File: config.mk
export PLATFORM = sky130hd
export DESIGN_NAME = rcc_rst_top
export DESIGN_NICKNAME = d
export VERILOG_FILES = /design/src/hdl/rcc_reg_pkg.sv /design/src/hdl/rcc_domain_pkg.sv /design/src/hdl/rcc_rst_regs.sv /design/src/hdl/rcc_domain_rst_seq.sv /design/src/hdl/rcc_per_rst_combine.sv /design/src/hdl/rcc_rst_top.sv
export SDC_FILE = /design/constraint.sdc
export NUM_CORES = 1
export LEC_CHECK = 0
export ABC_AREA = 1
export BUFFER_PORTS_ARGS = -buffer_cell sky130_fd_sc_hd__buf_4
export CAP_MARGIN = 20
export CELL_PAD_IN_SITES_DETAIL_PLACEMENT = 2
export CELL_PAD_IN_SITES_GLOBAL_PLACEMENT = 2
export CORE_UTILIZATION = 27
export CTS_CLUSTER_SIZE = 14
export DETAILED_ROUTE_END_ITERATION = 10
export GPL_TIMING_DRIVEN = 0
export PLACE_DENSITY = 0.94
export SLEW_MARGIN = 10
export SYNTH_ARGS = -nofsm -noshare
export SYNTH_HDL_FRONTEND = slang
export SYNTH_HIERARCHICAL = 1
export SYNTH_SLANG_ARGS = --single-unit
File: constraint.sdc
create_clock -name hclk -period 2.3 [get_ports hclk]
set_input_delay 0.115 -clock hclk [delete_from_list [all_inputs] [get_ports hclk]]
set_output_delay 0.115 -clock hclk [all_outputs]
set_load 0.005 [all_outputs]
File: src/hdl/rcc_reg_pkg.sv
`default_nettype none

// register map of the software reset block
package rcc_reg_pkg;

    // data port and reset vector width
    localparam int reg_width = 32;

    // byte offset on the register port
    typedef logic [3:0] reg_addr_t;

    // d1 peripherals, memories and graphics
    localparam reg_addr_t addr_d1_rstr = 4'h0;

    // d2 peripherals, communication and timers
    localparam reg_addr_t addr_d2_rstr = 4'h4;

    // d3 peripherals, always-on domain
    localparam reg_addr_t addr_d3_rstr = 4'h8;

endpackage

`default_nettype wire

File: src/hdl/rcc_domain_pkg.sv
`default_nettype none

// power domains that can be put in standby
package rcc_domain_pkg;

    // bit positions in the standby and domain reset vectors
    typedef enum int unsigned {
        dom_d1 = 0,
        dom_d2 = 1
    } dom_idx_e;

    // d3 is always on and has no sequencer
    localparam int num_sw_domains = 2;

    // hold in cycles after standby drops
    localparam int default_release_delay = 4;

endpackage

`default_nettype wire

File: src/hdl/rcc_rst_regs.sv
`timescale 1ns/1ps
`default_nettype none

module rcc_rst_regs #(
    parameter logic [rcc_reg_pkg::reg_width-1:0] D1_SW_MASK = '1,
    parameter logic [rcc_reg_pkg::reg_width-1:0] D2_SW_MASK = '1,
    parameter logic [rcc_reg_pkg::reg_width-1:0] D3_SW_MASK = '1
) (
    input  wire                                 hclk,
    input  wire                                 rst_n,

    // write port, one-cycle strobe
    input  wire                                 wr_en,
    input  wire rcc_reg_pkg::reg_addr_t         wr_addr,
    input  wire [rcc_reg_pkg::reg_width-1:0]    wr_data,

    // read port, combinational
    input  wire rcc_reg_pkg::reg_addr_t         rd_addr,
    output logic [rcc_reg_pkg::reg_width-1:0]   rd_data,

    // software reset bits, active high
    output logic [rcc_reg_pkg::reg_width-1:0]   d1_rstr,
    output logic [rcc_reg_pkg::reg_width-1:0]   d2_rstr,
    output logic [rcc_reg_pkg::reg_width-1:0]   d3_rstr
);

    logic [rcc_reg_pkg::reg_width-1:0] d1_q;
    logic [rcc_reg_pkg::reg_width-1:0] d2_q;
    logic [rcc_reg_pkg::reg_width-1:0] d3_q;

    // masked write, unknown offsets are dropped
    always_ff @(posedge hclk or negedge rst_n) begin
        if (!rst_n) begin
            d1_q <= '0;
            d2_q <= '0;
            d3_q <= '0;
        end else if (wr_en) begin
            case (wr_addr)
                rcc_reg_pkg::addr_d1_rstr: d1_q <= wr_data & D1_SW_MASK;
                rcc_reg_pkg::addr_d2_rstr: d2_q <= wr_data & D2_SW_MASK;
                rcc_reg_pkg::addr_d3_rstr: d3_q <= wr_data & D3_SW_MASK;
                default: begin
                end
            endcase
        end
    end

    // readback, zero for holes in the map
    always_comb begin
        case (rd_addr)
            rcc_reg_pkg::addr_d1_rstr: rd_data = d1_q;
            rcc_reg_pkg::addr_d2_rstr: rd_data = d2_q;
            rcc_reg_pkg::addr_d3_rstr: rd_data = d3_q;
            default:                   rd_data = '0;
        endcase
    end

    assign d1_rstr = d1_q;
    assign d2_rstr = d2_q;
    assign d3_rstr = d3_q;

    // unmasked bits must never hold a one, else a peripheral
    // without a software reset could be held in reset
    a_rstr_within_mask: assert property (
        @(posedge hclk) disable iff (!rst_n)
        ((d1_q & ~D1_SW_MASK) == '0) &&
        ((d2_q & ~D2_SW_MASK) == '0) &&
        ((d3_q & ~D3_SW_MASK) == '0)
    ) else $error("software reset bit set outside its mask");

endmodule

`default_nettype wire

File: src/hdl/rcc_domain_rst_seq.sv
`timescale 1ns/1ps
`default_nettype none

module rcc_domain_rst_seq #(
    parameter int RELEASE_DELAY = 4
) (
    input  wire                                         hclk,
    input  wire                                         rst_n,

    // standby request per switchable domain, level
    input  wire [rcc_domain_pkg::num_sw_domains-1:0]    standby,

    // domain reset, active low
    output logic [rcc_domain_pkg::num_sw_domains-1:0]   dom_rst_n
);

    // counter wide enough for the hold, at least one bit
    localparam int cnt_w = (RELEASE_DELAY > 0) ? $clog2(RELEASE_DELAY + 1) : 1;
    localparam logic [cnt_w-1:0] cnt_load = cnt_w'(RELEASE_DELAY);

    for (genvar i = 0; i < rcc_domain_pkg::num_sw_domains; i++) begin : g_dom

        logic [1:0]       sync_q;
        logic [cnt_w-1:0] cnt_q;
        logic             rst_q;

        always_ff @(posedge hclk or negedge rst_n) begin
            if (!rst_n) begin
                sync_q <= 2'b00;
                cnt_q  <= cnt_load;
                rst_q  <= 1'b0;
            end else begin
                // release of the system reset, two flops
                sync_q <= {sync_q[0], 1'b1};

                if (standby[i]) begin
                    // assert at once and rearm the hold
                    cnt_q <= cnt_load;
                    rst_q <= 1'b0;
                end else if (sync_q[1]) begin
                    if (cnt_q != '0) begin
                        cnt_q <= cnt_q - 1'b1;
                    end
                    // last count step opens the domain
                    rst_q <= (cnt_q <= cnt_w'(1));
                end
            end
        end

        assign dom_rst_n[i] = rst_q;

        // a request seen at an edge must hold the domain in reset after it
        a_standby_holds_rst: assert property (
            @(posedge hclk) disable iff (!rst_n)
            standby[i] |=> !dom_rst_n[i]
        ) else $error("domain %0d left reset during standby", i);

    end

endmodule

`default_nettype wire

File: src/hdl/rcc_per_rst_combine.sv
`timescale 1ns/1ps
`default_nettype none

module rcc_per_rst_combine #(
    parameter logic [rcc_reg_pkg::reg_width-1:0] D1_SW_MASK = '1,
    parameter logic [rcc_reg_pkg::reg_width-1:0] D2_SW_MASK = '1,
    parameter logic [rcc_reg_pkg::reg_width-1:0] D3_SW_MASK = '1
) (
    // system reset, active low
    input  wire                                         rst_n,

    // domain resets from the sequencer
    input  wire [rcc_domain_pkg::num_sw_domains-1:0]    dom_rst_n,

    // software reset bits, active high
    input  wire [rcc_reg_pkg::reg_width-1:0]            d1_rstr,
    input  wire [rcc_reg_pkg::reg_width-1:0]            d2_rstr,
    input  wire [rcc_reg_pkg::reg_width-1:0]            d3_rstr,

    // one reset per peripheral, active low
    output logic [rcc_reg_pkg::reg_width-1:0]           d1_per_rst_n,
    output logic [rcc_reg_pkg::reg_width-1:0]           d2_per_rst_n,
    output logic [rcc_reg_pkg::reg_width-1:0]           d3_per_rst_n
);

    logic d1_en;
    logic d2_en;

    // system and domain reset for the switchable domains
    assign d1_en = rst_n & dom_rst_n[rcc_domain_pkg::dom_d1];
    assign d2_en = rst_n & dom_rst_n[rcc_domain_pkg::dom_d2];

    // software bit only counts where the peripheral has one
    assign d1_per_rst_n = {rcc_reg_pkg::reg_width{d1_en}} & ~(d1_rstr & D1_SW_MASK);
    assign d2_per_rst_n = {rcc_reg_pkg::reg_width{d2_en}} & ~(d2_rstr & D2_SW_MASK);

    // d3 is always on, no domain term
    assign d3_per_rst_n = {rcc_reg_pkg::reg_width{rst_n}} & ~(d3_rstr & D3_SW_MASK);

    // system reset reaches every peripheral with no delay
    always_comb begin
        if (!rst_n) begin
            a_sys_rst_all_low: assert final (
                (d1_per_rst_n == '0) && (d2_per_rst_n == '0) && (d3_per_rst_n == '0)
            ) else $error("peripheral out of reset during system reset");
        end
    end

endmodule

`default_nettype wire

File: src/hdl/rcc_rst_top.sv
`timescale 1ns/1ps
`default_nettype none

module rcc_rst_top #(
    parameter logic [rcc_reg_pkg::reg_width-1:0] D1_SW_MASK    = 32'h0000_00FF,
    parameter logic [rcc_reg_pkg::reg_width-1:0] D2_SW_MASK    = 32'h0000_FFFF,
    parameter logic [rcc_reg_pkg::reg_width-1:0] D3_SW_MASK    = 32'h00FF_FFF0,
    parameter int                                RELEASE_DELAY =
        rcc_domain_pkg::default_release_delay
) (
    input  wire                                 hclk,
    input  wire                                 rst_n,

    // register port
    input  wire                                 wr_en,
    input  wire rcc_reg_pkg::reg_addr_t         wr_addr,
    input  wire [rcc_reg_pkg::reg_width-1:0]    wr_data,
    input  wire rcc_reg_pkg::reg_addr_t         rd_addr,
    output logic [rcc_reg_pkg::reg_width-1:0]   rd_data,

    // standby requests, level
    input  wire                                 d1_standby,
    input  wire                                 d2_standby,

    output logic [rcc_reg_pkg::reg_width-1:0]   d1_per_rst_n,
    output logic [rcc_reg_pkg::reg_width-1:0]   d2_per_rst_n,
    output logic [rcc_reg_pkg::reg_width-1:0]   d3_per_rst_n,

    // domain reset status
    output logic                                d1_rst_n,
    output logic                                d2_rst_n
);

    logic [rcc_reg_pkg::reg_width-1:0]          d1_rstr;
    logic [rcc_reg_pkg::reg_width-1:0]          d2_rstr;
    logic [rcc_reg_pkg::reg_width-1:0]          d3_rstr;
    logic [rcc_domain_pkg::num_sw_domains-1:0]  standby;
    logic [rcc_domain_pkg::num_sw_domains-1:0]  dom_rst_n;

    assign standby[rcc_domain_pkg::dom_d1] = d1_standby;
    assign standby[rcc_domain_pkg::dom_d2] = d2_standby;

    assign d1_rst_n = dom_rst_n[rcc_domain_pkg::dom_d1];
    assign d2_rst_n = dom_rst_n[rcc_domain_pkg::dom_d2];

    rcc_rst_regs #(
        .D1_SW_MASK (D1_SW_MASK),
        .D2_SW_MASK (D2_SW_MASK),
        .D3_SW_MASK (D3_SW_MASK)
    ) u_regs (
        .hclk    (hclk),
        .rst_n   (rst_n),
        .wr_en   (wr_en),
        .wr_addr (wr_addr),
        .wr_data (wr_data),
        .rd_addr (rd_addr),
        .rd_data (rd_data),
        .d1_rstr (d1_rstr),
        .d2_rstr (d2_rstr),
        .d3_rstr (d3_rstr)
    );

    rcc_domain_rst_seq #(
        .RELEASE_DELAY (RELEASE_DELAY)
    ) u_seq (
        .hclk      (hclk),
        .rst_n     (rst_n),
        .standby   (standby),
        .dom_rst_n (dom_rst_n)
    );

    rcc_per_rst_combine #(
        .D1_SW_MASK (D1_SW_MASK),
        .D2_SW_MASK (D2_SW_MASK),
        .D3_SW_MASK (D3_SW_MASK)
    ) u_combine (
        .rst_n        (rst_n),
        .dom_rst_n    (dom_rst_n),
        .d1_rstr      (d1_rstr),
        .d2_rstr      (d2_rstr),
        .d3_rstr      (d3_rstr),
        .d1_per_rst_n (d1_per_rst_n),
        .d2_per_rst_n (d2_per_rst_n),
        .d3_per_rst_n (d3_per_rst_n)
    );

endmodule

`default_nettype wire

==> results.md, run 1 <==
- Largest net degree at the start of global routing: 53
- Final min period: about 2.2 ns
- CP Data Required Time: ~2.2 ns
- Nature of the critical path startpoint: input pin
- Met2 Wirelength: 7.95 mm
- Clock Sinks: 54
- CP arrival: between 2 and 2.5 ns
- Worst Tran Pin Value: 0.697 ns
- Layout cells sized above 1: 42.4%
- Worst Path Buf+Inv: 5
- Slowest CP cell: dlygate4sd3_1
- YS warnings: 6
- Post-CTS setup buffers: 0
- Total power: 3400 uW
- Top Family by Delay on Critical Path: buffers and inverters
- Iter 0 DRT Violations: 149
- R2r startpoint: u_seq/g_dom[1].cnt_q[1]
- GR Util All Layers: 21.6%
- CTS buffer count: 5
- Clock buffer depth: 2
- Met3 WL post-DR: 862 um
- Post-Synthesis Cell Area: approximately 0.0035 sq mm
- CP startpoint: rst_n
- IO Pins: 175
- Root Driver: clkbuf_16
- DRT met1 WL: between 5 and 6 mm
- Post-Synthesis Cells: 474
- Max Cap Viol: 0
- Vias per inst: 4.73
- Buffers on Ports: 157
- Status: finished clean
- Min-delay src: wr_data[16]
- Crit Path Max Fanout: 18
- Initial Util: 27.8%
- R2R depth: 7
- Area growth, synth to finish: 45.9%
- Site Rows: 41
- Via Count: 3886
- Slew Viols, Final: 0
- WL per Instance: 17.9 um
- Drt pass-1 iters: 4
- Clk slew on worst S/H paths: 0.08 ns
- Worst path max stage delay: 0.55 ns
- Worst-Skew Late Latency: 0.30 ns
- # nets final: 699
- Hold path endpoint: u_regs/d3_rstr[16]
- Ant. Diodes: 0
- Hold Vio Cnt, Final: 0
- Critical path, cell by cell: dlygate4sd3_1, buf_6, nand2_1, clkinvlp_4, buf_4, buf_4
- DIE AREA: about 0.014 sq mm
- Worst hold stages: 3
- Internal reg-to-reg setup slack: 1.13 ns
- Remaining antenna violation count: 0
- Power Density: 661 mW/mm^2
- Max H-tree Level: 2
- Reg-to-Reg End: u_seq/g_dom[1].cnt_q[2]
- Die Width: between 100 and 150 um
- Fill count: 1500
- Most frequent CP cell: buf_4
- Total grt overflow: 0
- Core Footprint: 0.0127 sq mm
- DRC viols: 0
- RSZ-0062 raised after global routing: no
- Antenna violations before repair: 0
- Number of global-route vias before repair: 4121
- TritonCTS clock tree: done
- Hold Crit Class: in2reg
- First-pass GRT wire length: 22.2 mm
- WL final: 14.7 mm
- Setup Viol. Count Final: 0
- Crit share post-route: between 90% and 100%
- Post-DP HPWL: about 11 mm
- Worst rel slew slack: 53.4%
- Highest metal used: met4
- Mean post-synth cell area: 7.44 sq um
- Hold Slack: 0.0801 ns
- Peak VDD IR: 317 uV
- Die H: 116 um
- FMAX: 462 MHz
- Setup crit end kind: primary output
- Lkg Pwr: roughly 0.003 uW
- GPL Wtd Cong: around 0.76
- Layout Skew: 0.00570 ns
- Crit Path Class: in2out
-- cell type report --
| type | instances | area [sq um] | area share (%) |
|---|---|---|---|
| Timing Repair Buffer | 159 | 1220 | 23.7 |
| Multi-Input combinational cell | 313 | 1470 | 28.5 |
| Buffer | 86 | 626 | 12.2 |
| Timing Repair inverter | 1 | 7.51 | 0.146 |
| Sequential cell | 54 | 1350 | 26.3 |
| Inverter | 28 | 109 | 2.12 |
| Clock buffer | 5 | 125 | 2.43 |
| Tap cell | 172 | 215 | 4.18 |
| Clock inverter | 3 | 21.3 | 0.413 |
-- how the worst max path moves through the flow --
stage,cells past startpoint,endpoint
after floorplan,4,d1_per_rst_n[10]
after global placement,5,d1_per_rst_n[25]
after detailed placement,5,d1_per_rst_n[14]
after CTS,6,d1_per_rst_n[14]
after global routing,6,d1_per_rst_n[11]
final,6,d1_per_rst_n[11]
-- where the power goes --
group	internal, uW	switching (uW)
combinational	605	644
sequential	1170	194
clock	405	378
-- worst reg2reg max path, stage by stage, from the launching register on --
cell and delay, ns:
dfrtp_1 0.40, inv_1 0.13, ha_1 0.20, inv_1 0.06
nand2_1 0.07, nand3b_1 0.11, nand2_1 0.09, nand2_1 0.05
-- state kept, by name, indices dropped and copies added (netlist names) --
register and flops:
u_seq/g_dom.sync_q 2, u_seq/g_dom.rst_q 2, u_seq/g_dom.cnt_q 6, u_regs/d3_rstr 20, u_regs/d2_rstr 16, u_regs/d1_rstr 8
-- what timing repair did --
item                                    in CTS  in global routing
gates resized for setup                      1                  2
hold endpoints to repair                    52                  0
cloned                                       0                  1
hold buffers                                 2                  0
endpoints found under the setup margin      24                 24
-- routing by layer --
metal	vias up	track usage, %
li1	1806	-
met1	1939	24.7
met2	127	41.1
met3	14	3.74
met4	0	5.90
met5	-	0
-- cells in the final DEF, fill, tap and decap left out --
master and count:
clkinv_2 1, ha_1 6, clkinv_4 1, nand3b_1 2
conb_1 9, clkbuf_2 1, buf_2 13, dlygate4sd3_1 1
clkbuf_16 5, inv_1 23, nand2_1 126, nor2_4 2
nand2_2 5, inv_2 4, clkinvlp_4 3, nor2_2 7
nand4_1 44, o21ai_1 2, nand3_1 46, nor2_1 59
dfstp_2 2, buf_4 224, buf_16 1, a21oi_1 4
dfrtp_1 52, nand3_4 1, buf_6 5
-- per-stage QoR --
step | setup TNS (ns) | instances | instance area [sq um] | worst slack [ns] | utilization (%)
2_1_floorplan | 0 | 481 | 3550 | 1.02 | -
3_3_place_gp | 0 | 810 | 4950 | 0.0295 | 39.0
3_5_place_dp | -1.97 | 810 | 4950 | -0.0945 | 39.0
4_1_cts | 0 | 820 | 5130 | 0.0724 | 40.5
5_1_grt | 0 | 821 | 5150 | 0.0299 | 40.6
6_report | 0 | 821 | 5150 | 0.138 | 40.6
Power figures use the tool's default switching activity.
==> inputs of run 2 (changes only) <==
--- a/config.mk
+++ b/config.mk
@@ -10,11 +10,11 @@
 export CAP_MARGIN = 20
 export CELL_PAD_IN_SITES_DETAIL_PLACEMENT = 2
 export CELL_PAD_IN_SITES_GLOBAL_PLACEMENT = 2
-export CORE_UTILIZATION = 27
+export CORE_UTILIZATION = 25
 export CTS_CLUSTER_SIZE = 14
 export DETAILED_ROUTE_END_ITERATION = 10
 export GPL_TIMING_DRIVEN = 0
-export PLACE_DENSITY = 0.94
+export PLACE_DENSITY = 0.88
 export SLEW_MARGIN = 10
 export SYNTH_ARGS = -nofsm -noshare
 export SYNTH_HDL_FRONTEND = slang
==> constraint.sdc (replaced) <==
create_clock -name hclk -period 2 [get_ports hclk]
set_input_delay 0.1 -clock hclk [delete_from_list [all_inputs] [get_ports hclk]]
set_output_delay 0.1 -clock hclk [all_outputs]
set_load 0.005 [all_outputs]
==> run 2 against run 1 <==
  * Final cell count grew 1.1%
  * Sequential share of layout area decreased by 0.26 points
  * Power rose by 17%
  * Sequential power increased by 15%
  * Hold slack got worse by 0.019 ns
  * Largest power group unchanged
  * Clock power is 29% higher
  * Design area grew 1.0%
  * Worst setup slack better by 0.030 ns
  * Critical path type unchanged
  * Count of clock-buffer cells in the layout did not move
  * Global-route usage down 2.6 points
  * Via count shrank 1.4%
  * First-iteration DRC count fell by 13%
==> results.md, run 2 (synthesized netlist as in run 1, its figures left out) <==
- Status: finished clean
- Largest net degree at the start of global routing: 70
- Post-CTS setup buffers: 0
- Iter 0 DRT Violations: about 130
- DIE AREA: 0.0146 sq mm
- GPL Wtd Cong: 0.777
- Buffers on Ports: 157
- Number of global-route vias before repair: ~4100
- Fill count: 1641
- Max reg flops: 20
- Hold Slack: 0.0608 ns
- Setup TNS: 0 ns
- Slew Viols, Final: 0
- Site Rows: 43
- CP arrival: 1.73 ns
- CTS buffer count: 5
- RSZ-0062 raised after global routing: no
- Clk slew on worst S/H paths: approximately 0.07 ns
- Sequential cell area: between 0.001 and 0.0015 sq mm
- TritonCTS clock tree: done
- Die Width: 121 um
- FMAX: about 550 MHz
- Ant. Diodes: 0
- Drt pass-1 iters: 4
- Nature of the critical path startpoint: input pin
- Root Driver: clkbuf_16
- Crit share post-route: 91.6%
- Max H-tree Level: 2
- GR Util All Layers: a little under a fifth
- Peak VDD IR: 344 uV
- IO Pins: 175
- Hold Vio Cnt, Final: 0
- Setup Viol. Count Final: 0
- Worst rel slew slack: 57.0%
- Crit Path Class: in2out
- Multi-input gate area: 0.00147 sq mm
- CP Data Required Time: 1.90 ns
- Most frequent cells in the layout: buf_4 (224), nand2_1 (125), nor2_1 (59), dfrtp_1 (52), nand3_1 (46)
- Clock Sinks: 54
- Vias per inst: 4.62
- Layout Skew: about 0.0019 ns
- First-pass GRT wire length: about 21 mm
- Via Count: 3833
- Layout cells sized above 1: 42.8%
- Worst Tran Pin Value: 0.643 ns
- WL per Instance: about 17 um
- Initial Util: between 20% and 30%
- DRC viols: 0
- Setup crit end kind: primary output
- Remaining antenna violation count: 0
- WL final: 13.9 mm
- # nets final: 700
- Max Cap Viol: 0
- Most common cell after layout, fill and taps aside: buf_4
- Antenna violations before repair: 0
- Worst-Skew Late Latency: 0.30 ns
- Total grt overflow: 0
- Power Density: 768 mW/mm^2
- Die H: 121 um
- Design area: between 0.005 and 0.006 sq mm
- Crit Path Max Fanout: 18
- Hold Crit Class: in2reg
- Core Footprint: 0.0138 sq mm
- Area growth, synth to finish: 47.4%
- Post-DP HPWL: 10.5 mm
- Dpl cell area: 0.00496 sq mm
- Clock buffer depth: 2
- Final min period: 1.83 ns
- Lkg Pwr: 0.00296 uW
[run 2: final cells by class]
cell class              count  share of cell area [%]
multi-input cells         313                    28.3
clock buffers               5                    2.41
flip-flops and latches     54                    26.0
repair buffers            159                    23.5
well taps                 180                    4.33
clock inverters             3                   0.867
repair inverters            2                   0.289
inverters                  28                    2.17
plain buffers              86                    12.0
[run 2: through the flow]
stage	setup WS, ns	utilization (%)	cells	total power (uW)
3_5_place_dp	-0.373	35.9	818	3000
3_3_place_gp	-0.229	35.9	818	2880
6_report	0.168	37.6	830	3990
2_1_floorplan	0.731	-	481	2280
4_1_cts	0.0819	37.2	827	4030
5_1_grt	0.0471	37.6	830	4250
[run 2: metal layers]
metal	part of all wire, %	global-route usage [%]	up-vias
met3	6.2	3.92	18
li1	-	-	1800
met2	50	33.5	134
met5	0	0	-
met1	41	22.9	1881
met4	2.3	6.40	0
[run 2: final timing paths]
path / slack [ns] / from / cells past startpoint / endpoint
max: 0.17 / rst_n / 6 / d1_per_rst_n[23]
min: 0.06 / wr_data[16] / 3 / u_regs/d3_rstr[16]
max reg2reg: 0.83 / u_seq/g_dom[1].cnt_q[0] / 6 / u_seq/g_dom[1].cnt_q[0]
min reg2reg: 0.36 / u_seq/g_dom[1].sync_q[0] / 0 / u_seq/g_dom[0].sync_q[1]
max in group asynchronous: 1.30 / rst_n / 3 / u_regs/d2_rstr[9]
min in group asynchronous: 0.41 / rst_n / 2 / u_seq/g_dom[1].cnt_q[2]
[run 2: repair_timing]
action,4_1_cts,5_1_grt
resized for setup,4,4
cloned,1,1
endpoints found under the setup margin,40,16
hold endpoints to repair,52,52
[run 2: where the power goes]
part	switching, uW	leakage [uW]	total (uW)	internal, uW
clock network	414	0.0000760	1010	591
logic	712	0.00220	1410	697
registers	225	0.000681	1580	1350
[run 2: critical path: stages]
cell	delay, ns
dlygate4sd3_1	0.56
buf_8	0.18
nand2_2	0.27
clkinvlp_4	0.30
buf_4	0.20
buf_4	0.13
==> inputs of run 3 (changes only) <==
==> constraint.sdc (replaced) <==
create_clock -name hclk -period 2 [get_ports hclk]
set_input_delay 0.2 -clock hclk [delete_from_list [all_inputs] [get_ports hclk]]
set_output_delay 0.2 -clock hclk [all_outputs]
set_load 0.005 [all_outputs]
==> run 3 against run 2 <==
  * Count of clock-buffer cells in the layout unchanged
  * Design area increased by 0.31%
  * Register-to-register slack improved by 0.03 ns
  * Hold slack improved by 0.10 ns
  * Power increased by 0.16%
  * Sequential share of layout area decreased by 0.081 points
  * Worst setup slack got worse by 0.063 ns
  * Critical endpoint unchanged
  * Largest cell class unchanged
==> results.md, run 3 (synthesized netlist as in run 1, its figures left out) <==
- WL final: approximately 14 mm
- Worst setup margin: 0.105 ns
- Area growth, synth to finish: 47.8%
- Ant. Diodes: 0
- Setup Viol. Count Final: 0
- Core Footprint: 0.0138 sq mm
- Max reg flops: 20
- Status: finished clean
- RSZ-0062 raised after global routing: no
- Final min period: ~1.9 ns
- DIE AREA: 0.0146 sq mm
- Post-DP HPWL: 10.5 mm
- Most common cell after layout, fill and taps aside: buf_4
- First-pass GRT wire length: 21.5 mm
- Worst Tran Pin Value: 0.629 ns
- Max H-tree Level: 2
- Slew Viols, Final: 0
- Clk slew on worst S/H paths: 0.07 ns
- Crit Path Class: reg2out
- CP arrival: 1.70 ns
- Nature of the critical path startpoint: register
- Crit share post-route: a little over nine tenths
- Worst-Skew Late Latency: approximately 0.3 ns
- Initial Util: 25.5%
- Total power: 4000 uW
- Root Driver: clkbuf_16
- Die Width: 121 um
- Placed cells: 818
- FMAX: around 530 MHz
- Via Count: between 3000 and 4000
- Layout Skew: 0.00244 ns
- TritonCTS clock tree: done
- Worst rel slew slack: 57.9%
- Lkg Pwr: 0.00297 uW
- Most frequent cells in the layout: buf_4 (225), nand2_1 (125), nor2_1 (59), dfrtp_1 (52), nand3_1 (46)
- Peak VDD IR: 344 uV
- Layout cells sized above 1: a little over two fifths
- Fill count: approximately 1600
- Drt pass-1 iters: 4
- CP Data Required Time: between 1.5 and 2 ns
- IO Pins: approximately 180
- Buffers on Ports: 157
- GR Util All Layers: 19.0%
- Multi-input gate area: 0.00147 sq mm
- Iter 0 DRT Violations: 122
- Site Rows: 43
- Non-Filler Instances: 831
- DRC viols: 0
- Die H: 121 um
- Vias per inst: around 4.6
- Largest net degree at the start of global routing: 70
- Total grt overflow: 0
- Remaining antenna violation count: 0
- Hold Crit Class: in2reg
- CTS buffer count: 5
- Clock Sinks: 54
- Power Density: 766 mW/mm^2
- Sequential cell area: 0.00135 sq mm
- Clock buffer depth: 2
- Max Cap Viol: 0
- Antenna violations before repair: 0
- Number of global-route vias before repair: 4094
- Setup slack at placement: -0.573 ns
- Setup crit end kind: primary output
- # nets final: about 700
- GPL Wtd Cong: approximately 0.78
- WL per Instance: 16.9 um
- Crit Path Max Fanout: 12
- Hold Vio Cnt, Final: 0
run 3: worst max-delay path, stage by stage (launching register included):
cell,delay [ns]
dfrtp_1,0.38
buf_4,0.14
nand2_2,0.25
clkinvlp_4,0.30
buf_4,0.20
buf_4,0.13
run 3: worst paths after layout:
| check | start | to | slack, ns | cells after the start |
|---|---|---|---|---|
| setup / recovery | u_seq/g_dom[0].rst_q | d1_per_rst_n[23] | 0.10 | 5 |
| hold / removal | wr_data[19] | u_regs/d3_rstr[19] | 0.16 | 3 |
| setup reg to reg | u_seq/g_dom[0].cnt_q[0] | u_seq/g_dom[0].cnt_q[1] | 0.86 | 6 |
| hold reg to reg | u_seq/g_dom[1].sync_q[0] | u_seq/g_dom[0].sync_q[1] | 0.36 | 0 |
| max in group asynchronous | rst_n | u_regs/d2_rstr[9] | 1.08 | 3 |
| min in group asynchronous | rst_n | u_seq/g_dom[0].cnt_q[2] | 0.62 | 2 |
run 3: final cells by class:
| cell class | instances | share of cell area (%) |
|---|---|---|
| well taps | 180 | 4.32 |
| multi-input cells | 313 | 28.2 |
| plain buffers | 86 | 12.1 |
| clock inverters | 3 | 0.864 |
| clock buffers | 5 | 2.40 |
| repair buffers | 160 | 23.7 |
| repair inverters | 2 | 0.288 |
| inverters | 28 | 2.16 |
| flip-flops and latches | 54 | 26.0 |
run 3: through the flow:
stage                     utilization (%)  setup TNS [ns]  hold slack, ns  area (sq um)
after floorplan                         -               0         -0.0956          3550
after global placement               35.9          -14.01           0.335          4960
after detailed placement             35.9          -19.05           0.347          4960
after CTS                            37.2               0          -0.132          5150
after global routing                 37.7               0           0.177          5210
final                                37.7               0           0.162          5210
run 3: what timing repair did:
item,4_1_cts,5_1_grt
gates resized for setup,5,4
endpoints found under the hold margin,52,52
gates cloned,1,1
setup endpoints to repair,41,28
buffers inserted,0,1
run 3: power by group:
part           internal, uW  switching (uW)
Sequential             1350             225
Combinational           703             713
Clock                   591             414
run 3: per-layer routing:
metal	up-vias	GRT usage, %	routed length, um
li1	1805	-	-
met2	135	33.5	7060
met3	18	3.92	881
met5	-	0	0
met1	1866	22.9	5760
met4	0	6.40	313
